==> config.mk <==
export PLATFORM = sky130hd
export DESIGN_NAME = udp_header_filter_flat
export DESIGN_NICKNAME = d
export VERILOG_FILES = /design/src/common/udp_rx_pkg.sv /design/src/common/frame_verdict_if.sv /design/src/common/mac_word_if.sv /design/src/hw/udp_header_filter.sv /design/src/flat_wrapper.sv
export SDC_FILE = /design/constraint.sdc
export NUM_CORES = 1
export LEC_CHECK = 0
export BUFFER_PORTS_ARGS = -buffer_cell sky130_fd_sc_hd__clkbuf_2
export CAP_MARGIN = 20
export CORE_UTILIZATION = 40
export CTS_BUF_LIST = sky130_fd_sc_hd__clkbuf_4 sky130_fd_sc_hd__clkbuf_8 sky130_fd_sc_hd__clkbuf_16
export DETAILED_ROUTE_END_ITERATION = 8
export PLACE_DENSITY = 0.71
export SYNTH_ARGS = -nofsm -noshare
export SYNTH_HDL_FRONTEND = slang
export SYNTH_SLANG_ARGS = --single-unit
==> constraint.sdc <==
create_clock -name mac_clk -period 4.4 [get_ports mac_clk]
set_input_delay 0 -clock mac_clk [delete_from_list [all_inputs] [get_ports mac_clk]]
set_output_delay 0 -clock mac_clk [all_outputs]
set_load 0.02 [all_outputs]
==> src/common/udp_rx_pkg.sv <==
package udp_rx_pkg;

  localparam int word_w = 64;

  typedef logic [47:0] mac_addr_t;
  typedef logic [31:0] ip_addr_t;
  typedef logic [15:0] udp_port_t;

  // destination MAC classes
  localparam mac_addr_t   mac_broadcast = 48'hffff_ffff_ffff;
  localparam logic [23:0] mc_mac_prefix = 24'h01_00_5e;

  // IPv4 and UDP header values
  localparam logic [15:0] ethertype_ipv4 = 16'h0800;
  localparam logic [7:0]  ipv4_ver_ihl   = 8'h45;
  localparam logic [7:0]  ip_proto_udp   = 8'h11;

  // words before the first payload word
  localparam int hdr_words = 6;

  localparam int pkt_fifo_depth   = 64;
  localparam int ctrl_fifo_depth  = 16;
  localparam int pkt_afull_level  = 56;
  localparam int ctrl_afull_level = 12;

  // idle, one state per remaining header word, then data
  typedef enum logic [$clog2(hdr_words + 1)-1:0] {
    rx_idle,
    rx_hdr2,
    rx_hdr3,
    rx_hdr4,
    rx_hdr5,
    rx_hdr6,
    rx_data
  } rx_state_t;

  typedef enum logic [1:0] {
    app_run,
    app_over,
    app_wait
  } app_state_t;

  // control FIFO entry, one per frame
  typedef struct packed {
    udp_port_t src_port;
    ip_addr_t  src_ip;
  } src_info_t;

  // payload FIFO entry
  typedef struct packed {
    logic              overrun;
    logic              bad;
    logic              eof;
    logic [word_w-1:0] data;
  } pkt_entry_t;

endpackage
==> src/common/frame_verdict_if.sv <==
`timescale 1ns/1ns

interface frame_verdict_if;
  import udp_rx_pkg::*;

  // frame passed every check so far
  logic      accept;
  // header walk is done, payload is flowing
  logic      in_data;
  ip_addr_t  src_ip;
  udp_port_t src_port;

  modport filter (
    output accept,
    output in_data,
    output src_ip,
    output src_port
  );

  modport buffer (
    input accept,
    input in_data,
    input src_ip,
    input src_port
  );

endinterface

==> src/common/mac_word_if.sv <==
`timescale 1ns/1ns

interface mac_word_if;
  import udp_rx_pkg::*;

  logic [word_w-1:0] data;
  // one bit per byte lane
  logic [7:0]        valid;
  logic              good_frame;
  logic              bad_frame;

  modport filter (
    input data,
    input valid,
    input good_frame,
    input bad_frame
  );

  modport aligner (
    input data,
    input good_frame,
    input bad_frame
  );

endinterface

==> src/hw/udp_header_filter.sv <==
`timescale 1ns/1ns

module udp_header_filter (
  input  logic                  mac_clk,
  input  logic                  mac_rst,
  mac_word_if.filter            mac,
  input  logic                  phy_rx_up,
  input  logic                  local_enable,
  input  udp_rx_pkg::mac_addr_t local_mac,
  input  udp_rx_pkg::ip_addr_t  local_ip,
  input  udp_rx_pkg::udp_port_t local_port,
  input  udp_rx_pkg::ip_addr_t  mc_ip,
  input  udp_rx_pkg::ip_addr_t  mc_ip_mask,
  frame_verdict_if.filter       verdict
);
  import udp_rx_pkg::*;

  rx_state_t         state;
  logic              accept;
  logic              en_r;
  logic              en_rr;
  logic [word_w-1:0] data_z;
  logic [word_w-1:0] data_r;
  logic [7:0]        valid_z;
  logic              end_z;
  logic              end_r;
  ip_addr_t          src_ip;
  udp_port_t         src_port;
  mac_addr_t         dest_mac;
  ip_addr_t          dest_ip;
  udp_port_t         dest_port;
  logic              frame_start;
  logic              mac_ok;
  logic              ipv4_ok;
  logic              udp_ok;
  logic              ip_ok;
  logic              port_ok;

  // first byte on the wire sits in the lowest lane
  assign dest_mac  = {data_z[7:0], data_z[15:8], data_z[23:16],
                      data_z[31:24], data_z[39:32], data_z[47:40]};
  assign dest_port = {data_z[39:32], data_z[47:40]};
  // destination IP straddles header words 3 and 4
  assign dest_ip   = {data_r[55:48], data_r[63:56], data_z[7:0], data_z[15:8]};

  assign frame_start = (valid_z == 8'hff) && phy_rx_up;
  assign mac_ok  = (dest_mac == local_mac) || (dest_mac == mac_broadcast) ||
                   (dest_mac[47:24] == mc_mac_prefix);
  assign ipv4_ok = ({data_z[39:32], data_z[47:40]} == ethertype_ipv4) &&
                   (data_z[55:48] == ipv4_ver_ihl);
  assign udp_ok  = data_z[63:56] == ip_proto_udp;
  assign port_ok = dest_port == local_port;
  assign ip_ok   = (dest_ip == local_ip) || (dest_ip == mc_ip) ||
                   ((dest_ip & mc_ip_mask) == (mc_ip & mc_ip_mask));

  always_ff @(posedge mac_clk) begin
    data_z  <= mac.data;
    valid_z <= mac.valid;
    end_z   <= mac.good_frame | mac.bad_frame;
    data_r  <= data_z;
    end_r   <= end_z;
  end

  // source address fields
  always_ff @(posedge mac_clk) begin
    if (state == rx_hdr4) begin
      src_ip <= {data_z[23:16], data_z[31:24], data_z[39:32], data_z[47:40]};
    end
    if (state == rx_hdr5) begin
      src_port <= {data_z[23:16], data_z[31:24]};
    end
  end

  always_ff @(posedge mac_clk) begin
    if (mac_rst) begin
      state  <= rx_idle;
      accept <= 1'b0;
      en_r   <= 1'b0;
      en_rr  <= 1'b0;
    end else begin
      en_r  <= local_enable;
      en_rr <= en_r;
      case (state)
        rx_idle: begin
          accept <= 1'b1;
          if (frame_start) begin
            if (mac_ok) begin
              state <= rx_hdr2;
            end else begin
              accept <= 1'b0;
              state  <= rx_data;
            end
          end
        end
        rx_hdr2: begin
          if (ipv4_ok) begin
            state <= rx_hdr3;
          end else begin
            accept <= 1'b0;
            state  <= rx_data;
          end
        end
        rx_hdr3: begin
          if (udp_ok) begin
            state <= rx_hdr4;
          end else begin
            accept <= 1'b0;
            state  <= rx_data;
          end
        end
        rx_hdr4: state <= rx_hdr5;
        rx_hdr5: begin
          if (port_ok && ip_ok) begin
            state <= rx_hdr6;
          end else begin
            accept <= 1'b0;
            state  <= rx_data;
          end
        end
        // checksums are not checked
        rx_hdr6: state <= rx_data;
        rx_data: begin
          if (end_r) begin
            state <= rx_idle;
          end
        end
        default: state <= rx_idle;
      endcase
      if (!en_rr) begin
        accept <= 1'b0;
      end
    end
  end

  assign verdict.accept   = accept;
  assign verdict.in_data  = state == rx_data;
  assign verdict.src_ip   = src_ip;
  assign verdict.src_port = src_port;

endmodule

==> src/flat_wrapper.sv <==
// flat-port wrapper written by rule: the top's interface ports become plain ports
module udp_header_filter_flat import udp_rx_pkg::*;
  (mac_clk, mac_rst, phy_rx_up, local_enable, local_mac, local_ip, local_port, mc_ip, mc_ip_mask, mac_data, mac_valid, mac_good_frame, mac_bad_frame, verdict_accept, verdict_in_data, verdict_src_ip, verdict_src_port);
  mac_word_if mac_i ();
  frame_verdict_if verdict_i ();
  input  logic mac_clk;
  input  logic mac_rst;
  input  logic phy_rx_up;
  input  logic local_enable;
  input  udp_rx_pkg::mac_addr_t local_mac;
  input  udp_rx_pkg::ip_addr_t local_ip;
  input  udp_rx_pkg::udp_port_t local_port;
  input  udp_rx_pkg::ip_addr_t mc_ip;
  input  udp_rx_pkg::ip_addr_t mc_ip_mask;
  input wire logic [$bits(mac_i.data)-1:0] mac_data;
  input wire logic [$bits(mac_i.valid)-1:0] mac_valid;
  input wire logic [$bits(mac_i.good_frame)-1:0] mac_good_frame;
  input wire logic [$bits(mac_i.bad_frame)-1:0] mac_bad_frame;
  output wire logic [$bits(verdict_i.accept)-1:0] verdict_accept;
  output wire logic [$bits(verdict_i.in_data)-1:0] verdict_in_data;
  output wire logic [$bits(verdict_i.src_ip)-1:0] verdict_src_ip;
  output wire logic [$bits(verdict_i.src_port)-1:0] verdict_src_port;
  assign mac_i.data = mac_data;
  assign mac_i.valid = mac_valid;
  assign mac_i.good_frame = mac_good_frame;
  assign mac_i.bad_frame = mac_bad_frame;
  assign verdict_accept = verdict_i.accept;
  assign verdict_in_data = verdict_i.in_data;
  assign verdict_src_ip = verdict_i.src_ip;
  assign verdict_src_port = verdict_i.src_port;
  udp_header_filter u_core (.mac_clk(mac_clk), .mac_rst(mac_rst), .mac(mac_i), .phy_rx_up(phy_rx_up), .local_enable(local_enable), .local_mac(local_mac), .local_ip(local_ip), .local_port(local_port), .mc_ip(mc_ip), .mc_ip_mask(mc_ip_mask), .verdict(verdict_i));
endmodule
==> impl_metrics.toml <==
[worst_setup_path]
endpoint_arrival_time_on_the_critical_path_ps = 2880
source_of_the_worst_register_to_register_timing_path = "u_core.data_z[4]"
worst_r2r_path_depth = 7
crit_start = "u_core.data_z[4]"
kind_of_capture_point_of_the_worst_setup_path = "register"
critical_path_peak_fanout = 5
path_class = "reg2reg"
crit_required_ps = 4710
reg2reg_slack_ps = 1830
worstReg2RegEnd = "u_core.state[2]"
critical_path_capture_point = "u_core.state[2]"
start_kind = "register"

[drt]
drt-wirelength-per-cell_um = 20.30
drt_first_pass_iters = 5
via_total_after_detailed_routing = 5003
detail_route.wirelength_um = 20140
drt-initial-drc-count = 288
detail-route-antenna-nets = 0
remaining_drc_errors = 0
drt-vias-per-instance = 5.043

[placement]
buffer_ports.inserted = 287
placed_cell_area_um2 = 7087
place_congestion = 0.9678
post-dp-hpwl_um = 15950

[floorplanning]
dieWidth_um = 118.8
io_pins = 288
die_area_um2 = 14110
area_of_the_placeable_core_um2 = 13300
floorplan.die.height_um = 118.8
rows = 42
starting_density_of_the_core = 0.4103

[cts]
clock_latency_ps = 420
clk_pin_slew_worst_paths_ps = 60
clock_tree.buffer_depth = 2
clock-sinks = 144
post_cts_resized = 0
cts.root.buffer_cell = "sky130_fd_sc_hd__clkbuf_16"
cts_tree = "done"
cts.htree.levels = 4
postCtsSetupBuffers = 0
cts-buffers-inserted = 17

[sta]
rsz_0062_raised_after_global_routing = "no"
setup_skew_ps = 8.414
tightest_slew_ps = 957.9
final_max_slew_viol_count = 0
setup-violations-final = 0
share_of_the_cycle_needed_by_the_critical_path_after_routing = 0.5842
setup_tns_ps = 0
post-route-min-period_ps = 2571
clock.fmax_ghz = 0.3890
final-hold-violation-count = 0
hold_slack_final_ps = 149.6
max-slew-margin-rel = 0.3599

[pwr]
net-switching-power_w = 0.0008108
power_frac_clock = 0.429
power_frac_seq = 0.453
power_density_nw_per_um2 = 395.2
total_leakage_power_nw = 3.759
switching_share = 0.2425
power.ir.vdd_worst_uv = 267.5
internal_power_w = 0.002533
pwr-share-comb = 0.118

[run]
maxCapViolCount = 0

[logic_synthesis]
most_frequently_used_cell_type_in_the_post_synthesis_netlist = "sky130_fd_sc_hd__xor2_1"
yosysWarningCount = 0
synthesis.nets = 669
number_of_enable_flip_flop_cells_after_synthesis = 48
top_cell_type_s_share_of_synthesized_area = 0.3523
flop_and_latch_count_out_of_synthesis = 144
netlist_instances = 431
synth_top_cells_by_area = "sky130_fd_sc_hd__dfxtp_1 (35%), sky130_fd_sc_hd__edfxtp_1 (26%), sky130_fd_sc_hd__xor2_1 (18%), sky130_fd_sc_hd__nor4_1 (4.2%), sky130_fd_sc_hd__nand4_1 (3.1%)"
async_flop_share = 0
synth_top_area_cell = "sky130_fd_sc_hd__dfxtp_1"
cell_area_after_synthesis_um2 = 5455
syn_area_per_cell_um2 = 12.66
synthTopCellsByCount = "sky130_fd_sc_hd__xor2_1 (113), sky130_fd_sc_hd__dfxtp_1 (96), sky130_fd_sc_hd__edfxtp_1 (48)"
ys.flop_type = "sky130_fd_sc_hd__dfxtp_1"
post_synth_num_cell_types = 34
ys_seq_area_frac = 0.6165

[layout]
fin_nets = 1041
antenna_cells = 0
area_growth_syn_to_fin_pct = 55.09
post_layout_instance_area_um2 = 8461
final_layout_size_suffix_gt1_frac = 0.3983

[global_routing]
grt_antenna_before_repair = 0
largest_net_degree_at_the_start_of_global_routing = 33
groute.usage.overall = 0.2911
grt_pass1_vias = 5367
grt_pass1_wl_um = 29480
grt-ovfl-total = 0

[outcome]
run_status = "complete, no violations"

[min_path]
hold_path_startpoint = "phy_rx_up"
hold_path_class = "in2reg"
-- layout by cell type, fill, tap and decap left out, drive strengths merged, types with 3 or more instances in the layout --
| master | n |
|---|---|
| o21ai | 4 |
| nor4b | 4 |
| nor2 | 11 |
| dlygate4sd3 | 77 |
| nor3 | 7 |
| xnor2 | 16 |
| nand4 | 27 |
| clkinv | 3 |
| xor2 | 113 |
| edfxtp | 48 |
| nand3 | 5 |
| nor4 | 37 |
| nand2b | 3 |
| clkbuf | 309 |
| dfxtp | 96 |
| inv | 7 |
| a22oi | 16 |
| nand2 | 10 |
-- power by group through the flow --
stage | Clock (W) | Sequential (W) | Combinational (W)
after floorplan | 0 | 0.00152 | 0.000149
after global placement | 0 | 0.00154 | 0.000336
after detailed placement | 0 | 0.00154 | 0.000335
after CTS | 0.00145 | 0.00151 | 0.000390
after global routing | 0.00151 | 0.00152 | 0.000421
final | 0.00143 | 0.00152 | 0.000394
-- routing by layer --
layer / part of all wire / vias up / track usage
li1: - / 2314 / -
met1: 0.38 / 2334 / 0.3239
met2: 0.52 / 301 / 0.5175
met3: 0.069 / 54 / 0.07770
met4: 0.036 / 0 / 0.1297
met5: 0 / - / 0
-- state kept, by name, indices dropped and copies added, names as in the netlist, 3 cells and up --
register / flops
u_core.data_z: 64
u_core.verdict.src_ip: 32
u_core.data_r: 16
u_core.verdict.src_port: 16
u_core.valid_z: 8
u_core.state: 3
-- area by class of cell --
class	instances	area, um2
Sequential cell	144	3363
Tap cell	176	220.2
Clock buffer	22	510.5
Inverter	2	7.507
Multi-Input combinational cell	273	2052
Fill cell	1039	4835
Timing Repair Buffer	365	2215
Clock inverter	10	92.59
-- cell families (layout without fill, tap and decap cells) --
group,after synthesis,count (layout),share of synthesized area
DFF,144,144,0.6165
xor gates and xnor gates,129,129,0.2071
and+or+nand+nor,112,112,0.1193
AOI/OAI and AO/OA,31,31,0.04541
buffers and inverters,14,399,0.009633
muxes,1,1,0.002064
-- critical path: stages, from the launching register on --
cell and delay (ps):
sky130_fd_sc_hd__dfxtp_1 590, sky130_fd_sc_hd__xor2_1 130, sky130_fd_sc_hd__nor4_1 670, sky130_fd_sc_hd__nand4_1 190
sky130_fd_sc_hd__nor3_1 260, sky130_fd_sc_hd__nor2_1 130, sky130_fd_sc_hd__a2111oi_4 380, sky130_fd_sc_hd__o21ai_1 120
-- per-stage QoR --
stage | total power, W | utilization | cells | worst slack (ps)
after global routing | 0.003448 | 0.6364 | 992 | 1804
final | 0.003344 | 0.6364 | 992 | 1829
after CTS | 0.003352 | 0.6364 | 992 | 1875
after global placement | 0.001876 | 0.5330 | 883 | 1876
after detailed placement | 0.001878 | 0.5330 | 883 | 1892
after floorplan | 0.001668 | - | 431 | 1800
-- what timing repair did --
item,in CTS,in global routing
endpoints found under the hold margin,78,0
endpoints found under the setup margin,0,0
hold buffers,77,0
-- how the worst min path moves through the flow --
stage	endpoint	depth (start not counted)
floorplan	u_core.data_z[0]	0
global placement	u_core.data_z[53]	1
detailed placement	u_core.data_z[58]	1
CTS	u_core.state[0]	4
global route	u_core.state[0]	4
finish	u_core.state[0]	4
(Power assumes the default switching activity.)
