`config.mk`:
```
export PLATFORM = sky130hd
export DESIGN_NAME = payload_aligner_flat
export DESIGN_NICKNAME = d
export VERILOG_FILES = /design/src/common/udp_rx_pkg.sv /design/src/common/payload_word_if.sv /design/src/common/mac_word_if.sv /design/src/hw/payload_aligner.sv /design/src/flat_wrapper.sv
export SDC_FILE = /design/constraint.sdc
export NUM_CORES = 1
export LEC_CHECK = 0
export ABC_CLOCK_PERIOD_IN_PS = 800
export BUFFER_PORTS_ARGS = -buffer_cell sky130_fd_sc_hd__buf_2
export CAP_MARGIN = 20
export CORE_ASPECT_RATIO = 0.9
export CORE_MARGIN = 5
export CORE_UTILIZATION = 38
export DETAILED_ROUTE_END_ITERATION = 12
export MAX_ROUTING_LAYER = met4
export PLACE_DENSITY = 0.73
export SYNTH_ARGS = -nofsm -noshare
export SYNTH_HDL_FRONTEND = slang
export SYNTH_SLANG_ARGS = --single-unit
```
`constraint.sdc`:
```
create_clock -name mac_clk -period 0.8 [get_ports mac_clk]
set_input_delay 0.16 -clock mac_clk [delete_from_list [all_inputs] [get_ports mac_clk]]
set_output_delay 0.16 -clock mac_clk [all_outputs]
set_load 0.03 [all_outputs]
```
`src/common/udp_rx_pkg.sv`:
```
package udp_rx_pkg;

  localparam int word_w = 64;

  typedef logic [47:0] mac_addr_t;
  typedef logic [31:0] ip_addr_t;
  typedef logic [15:0] udp_port_t;

  // destination MAC classes
  localparam mac_addr_t   mac_broadcast = 48'hffff_ffff_ffff;
  localparam logic [23:0] mc_mac_prefix = 24'h01_00_5e;

  // IPv4 and UDP header values
  localparam logic [15:0] ethertype_ipv4 = 16'h0800;
  localparam logic [7:0]  ipv4_ver_ihl   = 8'h45;
  localparam logic [7:0]  ip_proto_udp   = 8'h11;

  // words before the first payload word
  localparam int hdr_words = 6;

  localparam int pkt_fifo_depth   = 64;
  localparam int ctrl_fifo_depth  = 16;
  localparam int pkt_afull_level  = 56;
  localparam int ctrl_afull_level = 12;

  // idle, one state per remaining header word, then data
  typedef enum logic [$clog2(hdr_words + 1)-1:0] {
    rx_idle,
    rx_hdr2,
    rx_hdr3,
    rx_hdr4,
    rx_hdr5,
    rx_hdr6,
    rx_data
  } rx_state_t;

  typedef enum logic [1:0] {
    app_run,
    app_over,
    app_wait
  } app_state_t;

  // control FIFO entry, one per frame
  typedef struct packed {
    udp_port_t src_port;
    ip_addr_t  src_ip;
  } src_info_t;

  // payload FIFO entry
  typedef struct packed {
    logic              overrun;
    logic              bad;
    logic              eof;
    logic [word_w-1:0] data;
  } pkt_entry_t;

endpackage
```
`src/common/payload_word_if.sv`:
```
`timescale 1ns/1ns

interface payload_word_if;
  import udp_rx_pkg::*;

  logic [word_w-1:0] word;
  // word is the last one of the frame
  logic              end_now;
  // frame ended on the previous cycle
  logic              end_seen;
  logic              bad;

  modport aligner (
    output word,
    output end_now,
    output end_seen,
    output bad
  );

  modport buffer (
    input word,
    input end_now,
    input end_seen,
    input bad
  );

endinterface

```
`src/common/mac_word_if.sv`:
```
`timescale 1ns/1ns

interface mac_word_if;
  import udp_rx_pkg::*;

  logic [word_w-1:0] data;
  // one bit per byte lane
  logic [7:0]        valid;
  logic              good_frame;
  logic              bad_frame;

  modport filter (
    input data,
    input valid,
    input good_frame,
    input bad_frame
  );

  modport aligner (
    input data,
    input good_frame,
    input bad_frame
  );

endinterface

```
`src/hw/payload_aligner.sv`:
```
`timescale 1ns/1ns

module payload_aligner (
  input  logic           mac_clk,
  mac_word_if.aligner    mac,
  payload_word_if.aligner payload
);

  logic [63:0] data_z;
  logic [63:0] data_r;
  logic        end_z;
  logic        end_r;
  logic        bad_z;

  always_ff @(posedge mac_clk) begin
    data_z <= mac.data;
    end_z  <= mac.good_frame | mac.bad_frame;
    bad_z  <= mac.bad_frame;
    data_r <= data_z;
    end_r  <= end_z;
  end

  // payload starts at byte 2 of a word, so six bytes come from the older
  // word and two from the newer one, byte-swapped to first byte on top
  assign payload.word = {data_r[23:16], data_r[31:24], data_r[39:32], data_r[47:40],
                         data_r[55:48], data_r[63:56], data_z[7:0], data_z[15:8]};

  // end strobe lines up with the word that holds the last MAC word
  assign payload.end_now  = end_z;
  assign payload.end_seen = end_r;
  assign payload.bad      = bad_z;

endmodule

```
`src/flat_wrapper.sv`:
```
// flat-port wrapper written by rule: the top's interface ports become plain ports
module payload_aligner_flat 
  (mac_clk, mac_data, mac_good_frame, mac_bad_frame, payload_word, payload_end_now, payload_end_seen, payload_bad);
  mac_word_if mac_i ();
  payload_word_if payload_i ();
  input  logic mac_clk;
  input wire logic [$bits(mac_i.data)-1:0] mac_data;
  input wire logic [$bits(mac_i.good_frame)-1:0] mac_good_frame;
  input wire logic [$bits(mac_i.bad_frame)-1:0] mac_bad_frame;
  output wire logic [$bits(payload_i.word)-1:0] payload_word;
  output wire logic [$bits(payload_i.end_now)-1:0] payload_end_now;
  output wire logic [$bits(payload_i.end_seen)-1:0] payload_end_seen;
  output wire logic [$bits(payload_i.bad)-1:0] payload_bad;
  assign mac_i.data = mac_data;
  assign mac_i.good_frame = mac_good_frame;
  assign mac_i.bad_frame = mac_bad_frame;
  assign payload_word = payload_i.word;
  assign payload_end_now = payload_i.end_now;
  assign payload_end_seen = payload_i.end_seen;
  assign payload_bad = payload_i.bad;
  payload_aligner u_core (.mac_clk(mac_clk), .mac(mac_i), .payload(payload_i));
endmodule
```
==> metrics.md, run 1 <==
| Metric | Value |
|---|---|
| # clock sinks | `115` |
| Worst EP arrival | `0.99 ns` |
| Crit. End Element | `output port` |
| Slowest CP cell | `dfxtp_2` |
| Failing checks | `setup timing` |
| CTS max path bufs | `2` |
| Via count | `1708` |
| Area growth, synth to finish | `96.5%` |
| Vias in the first global route | `between 2000 and 2500` |
| Internal | `10700 µW` |
| Vias per Instance | `3.94` |
| Switching power | `3310 µW` |
| Slew Viols, Final | `0` |
| R2r endpoint | `u_core.payload.end_seen` |
| Reg clk slew, reported paths | `0.06 ns` |
| PwrDens | `2930 nW/µm²` |
| Drt pass-1 iters | `4` |
| CTS root buf | `clkbuf_8` |
| Peak Freq | `868 MHz` |
| Ratio of cells with drive above 1 in the final layout | `0.665` |
| Number of enable flip-flop cells after synthesis | `0` |
| Syn nets | `199` |
| CTS H-Tree Depth | `4` |
| Worst Tran Pin Value | `0.274 ns` |
| GPL Wtd Cong | `0.670` |
| Sequential Power Share | `0.444` |
| Wire per inst | `17.1 µm` |
| Worst Setup EP | `payload_end_now` |
| CP top delay family | `flip-flops` |
| Ys async rst share | `0` |
| 1st-iter DRT viols | `21` |
| Worst Reg-to-Reg Cells | `0` |
| Max rail drop VDD | `2.37 mV` |
| Finished Cell Area | `4770 µm²` |
| Worst hold path class | `in -> reg` |
| Placed Area | `3080 µm²` |
| Clk pwr share | `0.470` |
| Worst path bufs/invs | `1` |
| Core area | `6180 µm²` |
| Avg Inst Size Synth | `18.4 µm²` |
| Synth area leaders | `dfxtp_1 95%, buf_4 4.9%, or2_1 0.26%` |
| Outcome | `finished with violations` |
| Reg2reg start | `u_core.payload.end_now` |
| Setup-failing EPs final | `67` |
| PortBufs | `roughly 130` |
| Die area | `8090 µm²` |
| Maxcap violations | `0` |
| Startpoint Class | `register` |
| Post-Place Setup Slack | `0.137 ns` |
| Worst Clk Skew | `~0.0072 ns` |
| CP peak stage delay | `between 0.3 and 0.4 ns` |
| Fin. Hold Viols | `0` |
| N_diodes | `0` |
| Antenna viol nets, final | `0` |
| Antenna violations before repair | `0` |
| Period Utilization, post-route | `1.44` |
| Fin nets | `around 400` |
| R2R setup slack | `~0.35 ns` |
| Worst-Skew Late Latency | `0.50 ns` |
| Ys Warns | `0` |
| WL final | `around 7400 µm` |
| Die width | `94.3 µm` |
| Comb pwr share | `0.086` |
| Starting Density | `0.393` |
| First-pass GRT wire length | `11300 µm` |
| Dominant cell by count in the synthesized netlist | `dfxtp_1` |
| GR Overflow Total | `0` |
| Crit Path Max Fanout | `2` |
| CTS tree | `yes` |
| Post-route setup slack | `-0.352 ns` |
| Syn Inst Count | `132` |
| Sequential fraction of the synthesis area | `0.948` |
| Worst hold slack | `0.295 ns` |
| Crit. Startpoint | `u_core.payload.end_now` |
| Crit. path cell count | `1` |
| Ports | `134` |
| Yosys top cell area share | `0.948` |
| Yosys reg bits | `115` |
| Tot Pwr | `around 14000 µW` |
| CP Class | `reg -> out` |
| Worst EP required | `0.64 ns` |
| RSZ-0062 raised after global routing | `true` |
| Slew headroom | `0.817` |
| Num rows | `27` |
| DR DRC count | `0` |
| CTS buffer count | `17` |
| Static Leak | `0.00217 µW` |
| Core Util, Final | `0.772` |
| Die Y | `between 80 and 90 µm` |
| Period minus WS final | `1.15 ns` |
| Synth top cells by count | `115 x dfxtp_1, 16 x buf_4, 1 x or2_1` |
| GR Util All Layers | `0.203` |
| Biggest area consumer among synthesized cells | `dfxtp_1` |
| Switching share of power | `0.236` |
| CP Cell Sequence | `buf_6` |
| Cell area after synthesis | `2430 µm²` |
| Top FF cell, synth | `dfxtp_1` |
| Post-synth cell types | `3` |
| Largest net degree at the start of global routing | `17` |
## state kept, by name, summed over array words and instances (netlist names)
signal,flops
u_core.data_r,48
u_core.payload.bad,1
u_core.payload.end_now,1
u_core.payload.end_seen,1
u_core.data_z,64
## layout make-up
cell class	count	area, µm²
sequential	115	2390
multi-input combinational	1	6.26
clock buffer	20	445
tap	87	109
clock inverter	11	81.3
fill	337	1410
timing repair buffer	199	1750
## layout by cell type (no fill, tap or decap), drive strengths merged
| cell | n |
|---|---|
| buf | 133 |
| clkbuf | 20 |
| clkinv | 6 |
| clkinvlp | 3 |
| dfxtp | 115 |
| dlygate4sd3 | 66 |
| inv | 2 |
| or2 | 1 |
## worst min path at each step
stage,startpoint,to,depth (start not counted)
finish,mac_data[34],u_core.data_z[34],2
global route,mac_data[41],u_core.data_z[41],2
CTS,mac_data[33],u_core.data_z[33],2
detailed placement,mac_data[31],u_core.data_z[31],1
global placement,mac_data[7],u_core.data_z[7],1
floorplan,mac_data[0],u_core.data_z[0],0
## timing repair
item	CTS	global route
endpoints found under the hold margin	66	0
hold buffers	66	0
gates resized for setup	201	0
endpoints found under the setup margin	67	67
gates cloned	0	0
buffers inserted	0	0
## stage by stage
step / TNS [ns] / instances
after floorplan: 0 / 132
after global placement: 0 / 336
after detailed placement: 0 / 336
after CTS: -22.06 / 433
after global routing: -22.70 / 433
final: -20.35 / 433
## power by group through the flow
| stage | combinational (µW) | clock (µW) | sequential [µW] |
|---|---|---|---|
| floorplan | 150 | 0 | 6500 |
| global placement | 705 | 0 | 6220 |
| detailed placement | 711 | 0 | 6230 |
| CTS | 1170 | 6620 | 6200 |
| global route | 1260 | 6950 | 6240 |
| finish | 1210 | 6580 | 6210 |
## per-layer routing
layer	share of wire	vias to the layer above	track usage	wire length, µm
li1	-	799	-	-
met3	0.079	18	0.0816	586
met5	0	-	-	0
met4	0.025	0	0.106	184
met2	0.55	95	0.365	4070
met1	0.34	796	0.180	2540
## kinds of logic (layout without fill, tap and decap cells)
family                 Yosys count  after routing  synth area share
buffers and inverters           16            230            0.0495
flip-flops                     115            115             0.948
AND/OR/NAND/NOR                  1              1           0.00258
(Power assumes the default switching activity.)
==> run 2, diff against run 1 <==
--- a/config.mk
+++ b/config.mk
@@ -12,6 +12,7 @@
 export CORE_MARGIN = 5
 export CORE_UTILIZATION = 38
 export DETAILED_ROUTE_END_ITERATION = 12
+export GPL_TIMING_DRIVEN = 0
 export MAX_ROUTING_LAYER = met4
 export PLACE_DENSITY = 0.73
 export SYNTH_ARGS = -nofsm -noshare
==> constraint.sdc (replaced) <==
create_clock -name mac_clk -period 0.8 [get_ports mac_clk]
set_input_delay 0.04 -clock mac_clk [delete_from_list [all_inputs] [get_ports mac_clk]]
set_output_delay 0.04 -clock mac_clk [all_outputs]
set_load 0.03 [all_outputs]
==> metrics.md, run 2 (synthesized netlist as in run 1, its figures left out) <==
| Metric | Value |
|---|---|
| Outcome | `finished with violations (unchanged)` |
| Failing checks | `setup timing (unchanged)` |
| 1st-iter DRT viols | `58 (was 21)` |
| CP Class | `reg -> out (unchanged)` |
| Core area | `6180 µm² (unchanged)` |
| Maxcap violations | `0 (unchanged)` |
| Final HPWL DP | `3560 µm` |
| First-pass GRT wire length | `10700 µm (was 11300 µm)` |
| Max rail drop VDD | `2.30 mV (was 2.37 mV)` |
| Area growth, synth to finish | `100% (was 96.5%)` |
| Peak Freq | `995 MHz (was 868 MHz)` |
| Period Utilization, post-route | `1.26 (was 1.44)` |
| Switching power | `3320 µW (was 3310 µW)` |
| Slew Viols, Final | `0 (unchanged)` |
| Worst-Skew Late Latency | `0.49 ns (was 0.50 ns)` |
| RSZ-0062 raised after global routing | `true (unchanged)` |
| Largest net degree at the start of global routing | `17 (unchanged)` |
| Slew headroom | `0.820 (was 0.817)` |
| Die width | `94.3 µm (unchanged)` |
| Startpoint Class | `register (unchanged)` |
| GPL Wtd Cong | `0.688 (was 0.670)` |
| Worst Tran Pin Value | `0.270 ns (was 0.274 ns)` |
| Antenna violations before repair | `0 (unchanged)` |
| DR DRC count | `0 (unchanged)` |
| Comb pwr share | `0.079 (was 0.086)` |
| Ratio of cells with drive above 1 in the final layout | `0.668 (was 0.665)` |
| Via count | `1692 (was 1708)` |
| Period minus WS final | `1.01 ns (was 1.15 ns)` |
| Crit Path Max Fanout | `1 (was 2)` |
| Fin. Hold Viols | `0 (unchanged)` |
| Switching share of power | `0.219 (was 0.236)` |
| Core Util, Final | `0.786 (was 0.772)` |
| Worst hold path class | `in -> reg (unchanged)` |
| Sequential Power Share | `0.410 (was 0.444)` |
| Clk pwr share | `0.510 (was 0.470)` |
| PortBufs | `133 (unchanged)` |
| Worst EP arrival | `0.97 ns (was 0.99 ns)` |
| Slowest CP cell | `dfxtp_2 (unchanged)` |
| Most frequent cells in the layout | `67 x buf_6, 67 x dfxtp_2, 66 x dlygate4sd3_1, 66 x buf_2, 48 x dfxtp_1 (unchanged)` |
| N_diodes | `0 (unchanged)` |
| Internal | `11800 µW (was 10700 µW)` |
| Wire per inst | `16.1 µm (was 17.1 µm)` |
| Drt pass-1 iters | `5 (was 4)` |
| Max FFs per register | `64 (unchanged)` |
| Worst path bufs/invs | `1 (unchanged)` |
| WL final | `6970 µm (was 7380 µm)` |
| Num rows | `27 (unchanged)` |
| PwrDens | `3110 nW/µm² (was 2930 nW/µm²)` |
| Ports | `134 (unchanged)` |
| Die area | `8090 µm² (unchanged)` |
| Layout fillers | `330 (was 337)` |
| Fin nets | `401 (unchanged)` |
| Die Y | `85.8 µm (unchanged)` |
| Vias per Instance | `3.91 (was 3.94)` |
| CTS max path bufs | `2 (unchanged)` |
| Biggest register | `u_core.data_z (unchanged)` |
| # clock sinks | `115 (unchanged)` |
| Sum Neg Setup Slack | `-12.08 ns (was -20.35 ns)` |
| Largest regs | `u_core.data_z x64, u_core.data_r x48 (unchanged)` |
| CTS tree | `yes (unchanged)` |
| Starting Density | `0.393 (unchanged)` |
| Post-route setup slack | `-0.205 ns (was -0.352 ns)` |
| GR Overflow Total | `0 (unchanged)` |
| CTS H-Tree Depth | `4 (unchanged)` |
| Static Leak | `0.00221 µW (was 0.00217 µW)` |
| Worst EP required | `0.76 ns (was 0.64 ns)` |
| CTS root buf | `clkbuf_8 (unchanged)` |
| CTS buffer count | `17 (unchanged)` |
| CP top delay family | `flip-flops (unchanged)` |
| GR Util All Layers | `0.194 (was 0.203)` |
| CP Cell Sequence | `buf_6 (unchanged)` |
| Setup bufs post-CTS | `0 (unchanged)` |
| Worst Clk Skew | `0.00671 ns (was 0.00724 ns)` |
| CP peak stage delay | `0.34 ns (was 0.36 ns)` |
| Reg clk slew, reported paths | `0.06 ns (about the same)` |
| Antenna viol nets, final | `0 (unchanged)` |
| Setup-failing EPs final | `67 (unchanged)` |
| Vias in the first global route | `2063 (was 2111)` |
| Crit. End Element | `output port (unchanged)` |
run 2: cell type report:
type / instances / area (µm²) / area share
clock inverters: 14 / 201 / 0.0414
multi-input cells: 1 / 6.26 / 0.00129
repair buffers: 199 / 1750 / 0.359
flip-flops and latches: 115 / 2390 / 0.491
well taps: 87 / 109 / 0.0224
clock buffers: 17 / 414 / 0.0852
run 2: worst paths after layout:
kind                            slack (ns)                       to  cells past startpoint              startpoint
worst max-delay path                 -0.21         payload_word[46]                      1       u_core.data_r[38]
worst min-delay path                  0.18        u_core.data_z[63]                      2            mac_data[63]
worst max register to register        0.37  u_core.payload.end_seen                      0  u_core.payload.end_now
worst min register to register        0.32        u_core.data_r[49]                      0       u_core.data_z[49]
run 2: what timing repair did:
item	CTS	global route
resized for setup	201	0
endpoints found under the setup margin	67	67
endpoints found under the hold margin	66	0
hold buffers	66	0
run 2: power by group through the flow:
| stage | logic [µW] | clock network, µW | registers (µW) |
|---|---|---|---|
| floorplan | 150 | 0 | 6500 |
| global placement | 760 | 0 | 6220 |
| detailed placement | 771 | 0 | 6240 |
| CTS | 1180 | 7790 | 6200 |
| global route | 1250 | 8200 | 6240 |
| finish | 1200 | 7720 | 6210 |
run 2: layer usage:
layer  track usage  routed length, µm
met5             -                  0
met1         0.177               2440
met4        0.0840                 81
met3        0.0904                610
met2         0.345               3840
run 2: through the flow:
stage	hold slack, ns	std cells	worst slack (ns)	area (µm²)	total power (µW)
after floorplan	0.0677	132	0.210	2430	6650
after global placement	0.142	352	0.193	3200	6980
after detailed placement	0.144	352	0.180	3200	7010
after CTS	0.149	433	-0.226	4860	15200
after global routing	0.150	433	-0.254	4860	15700
final	0.177	433	-0.205	4860	15100
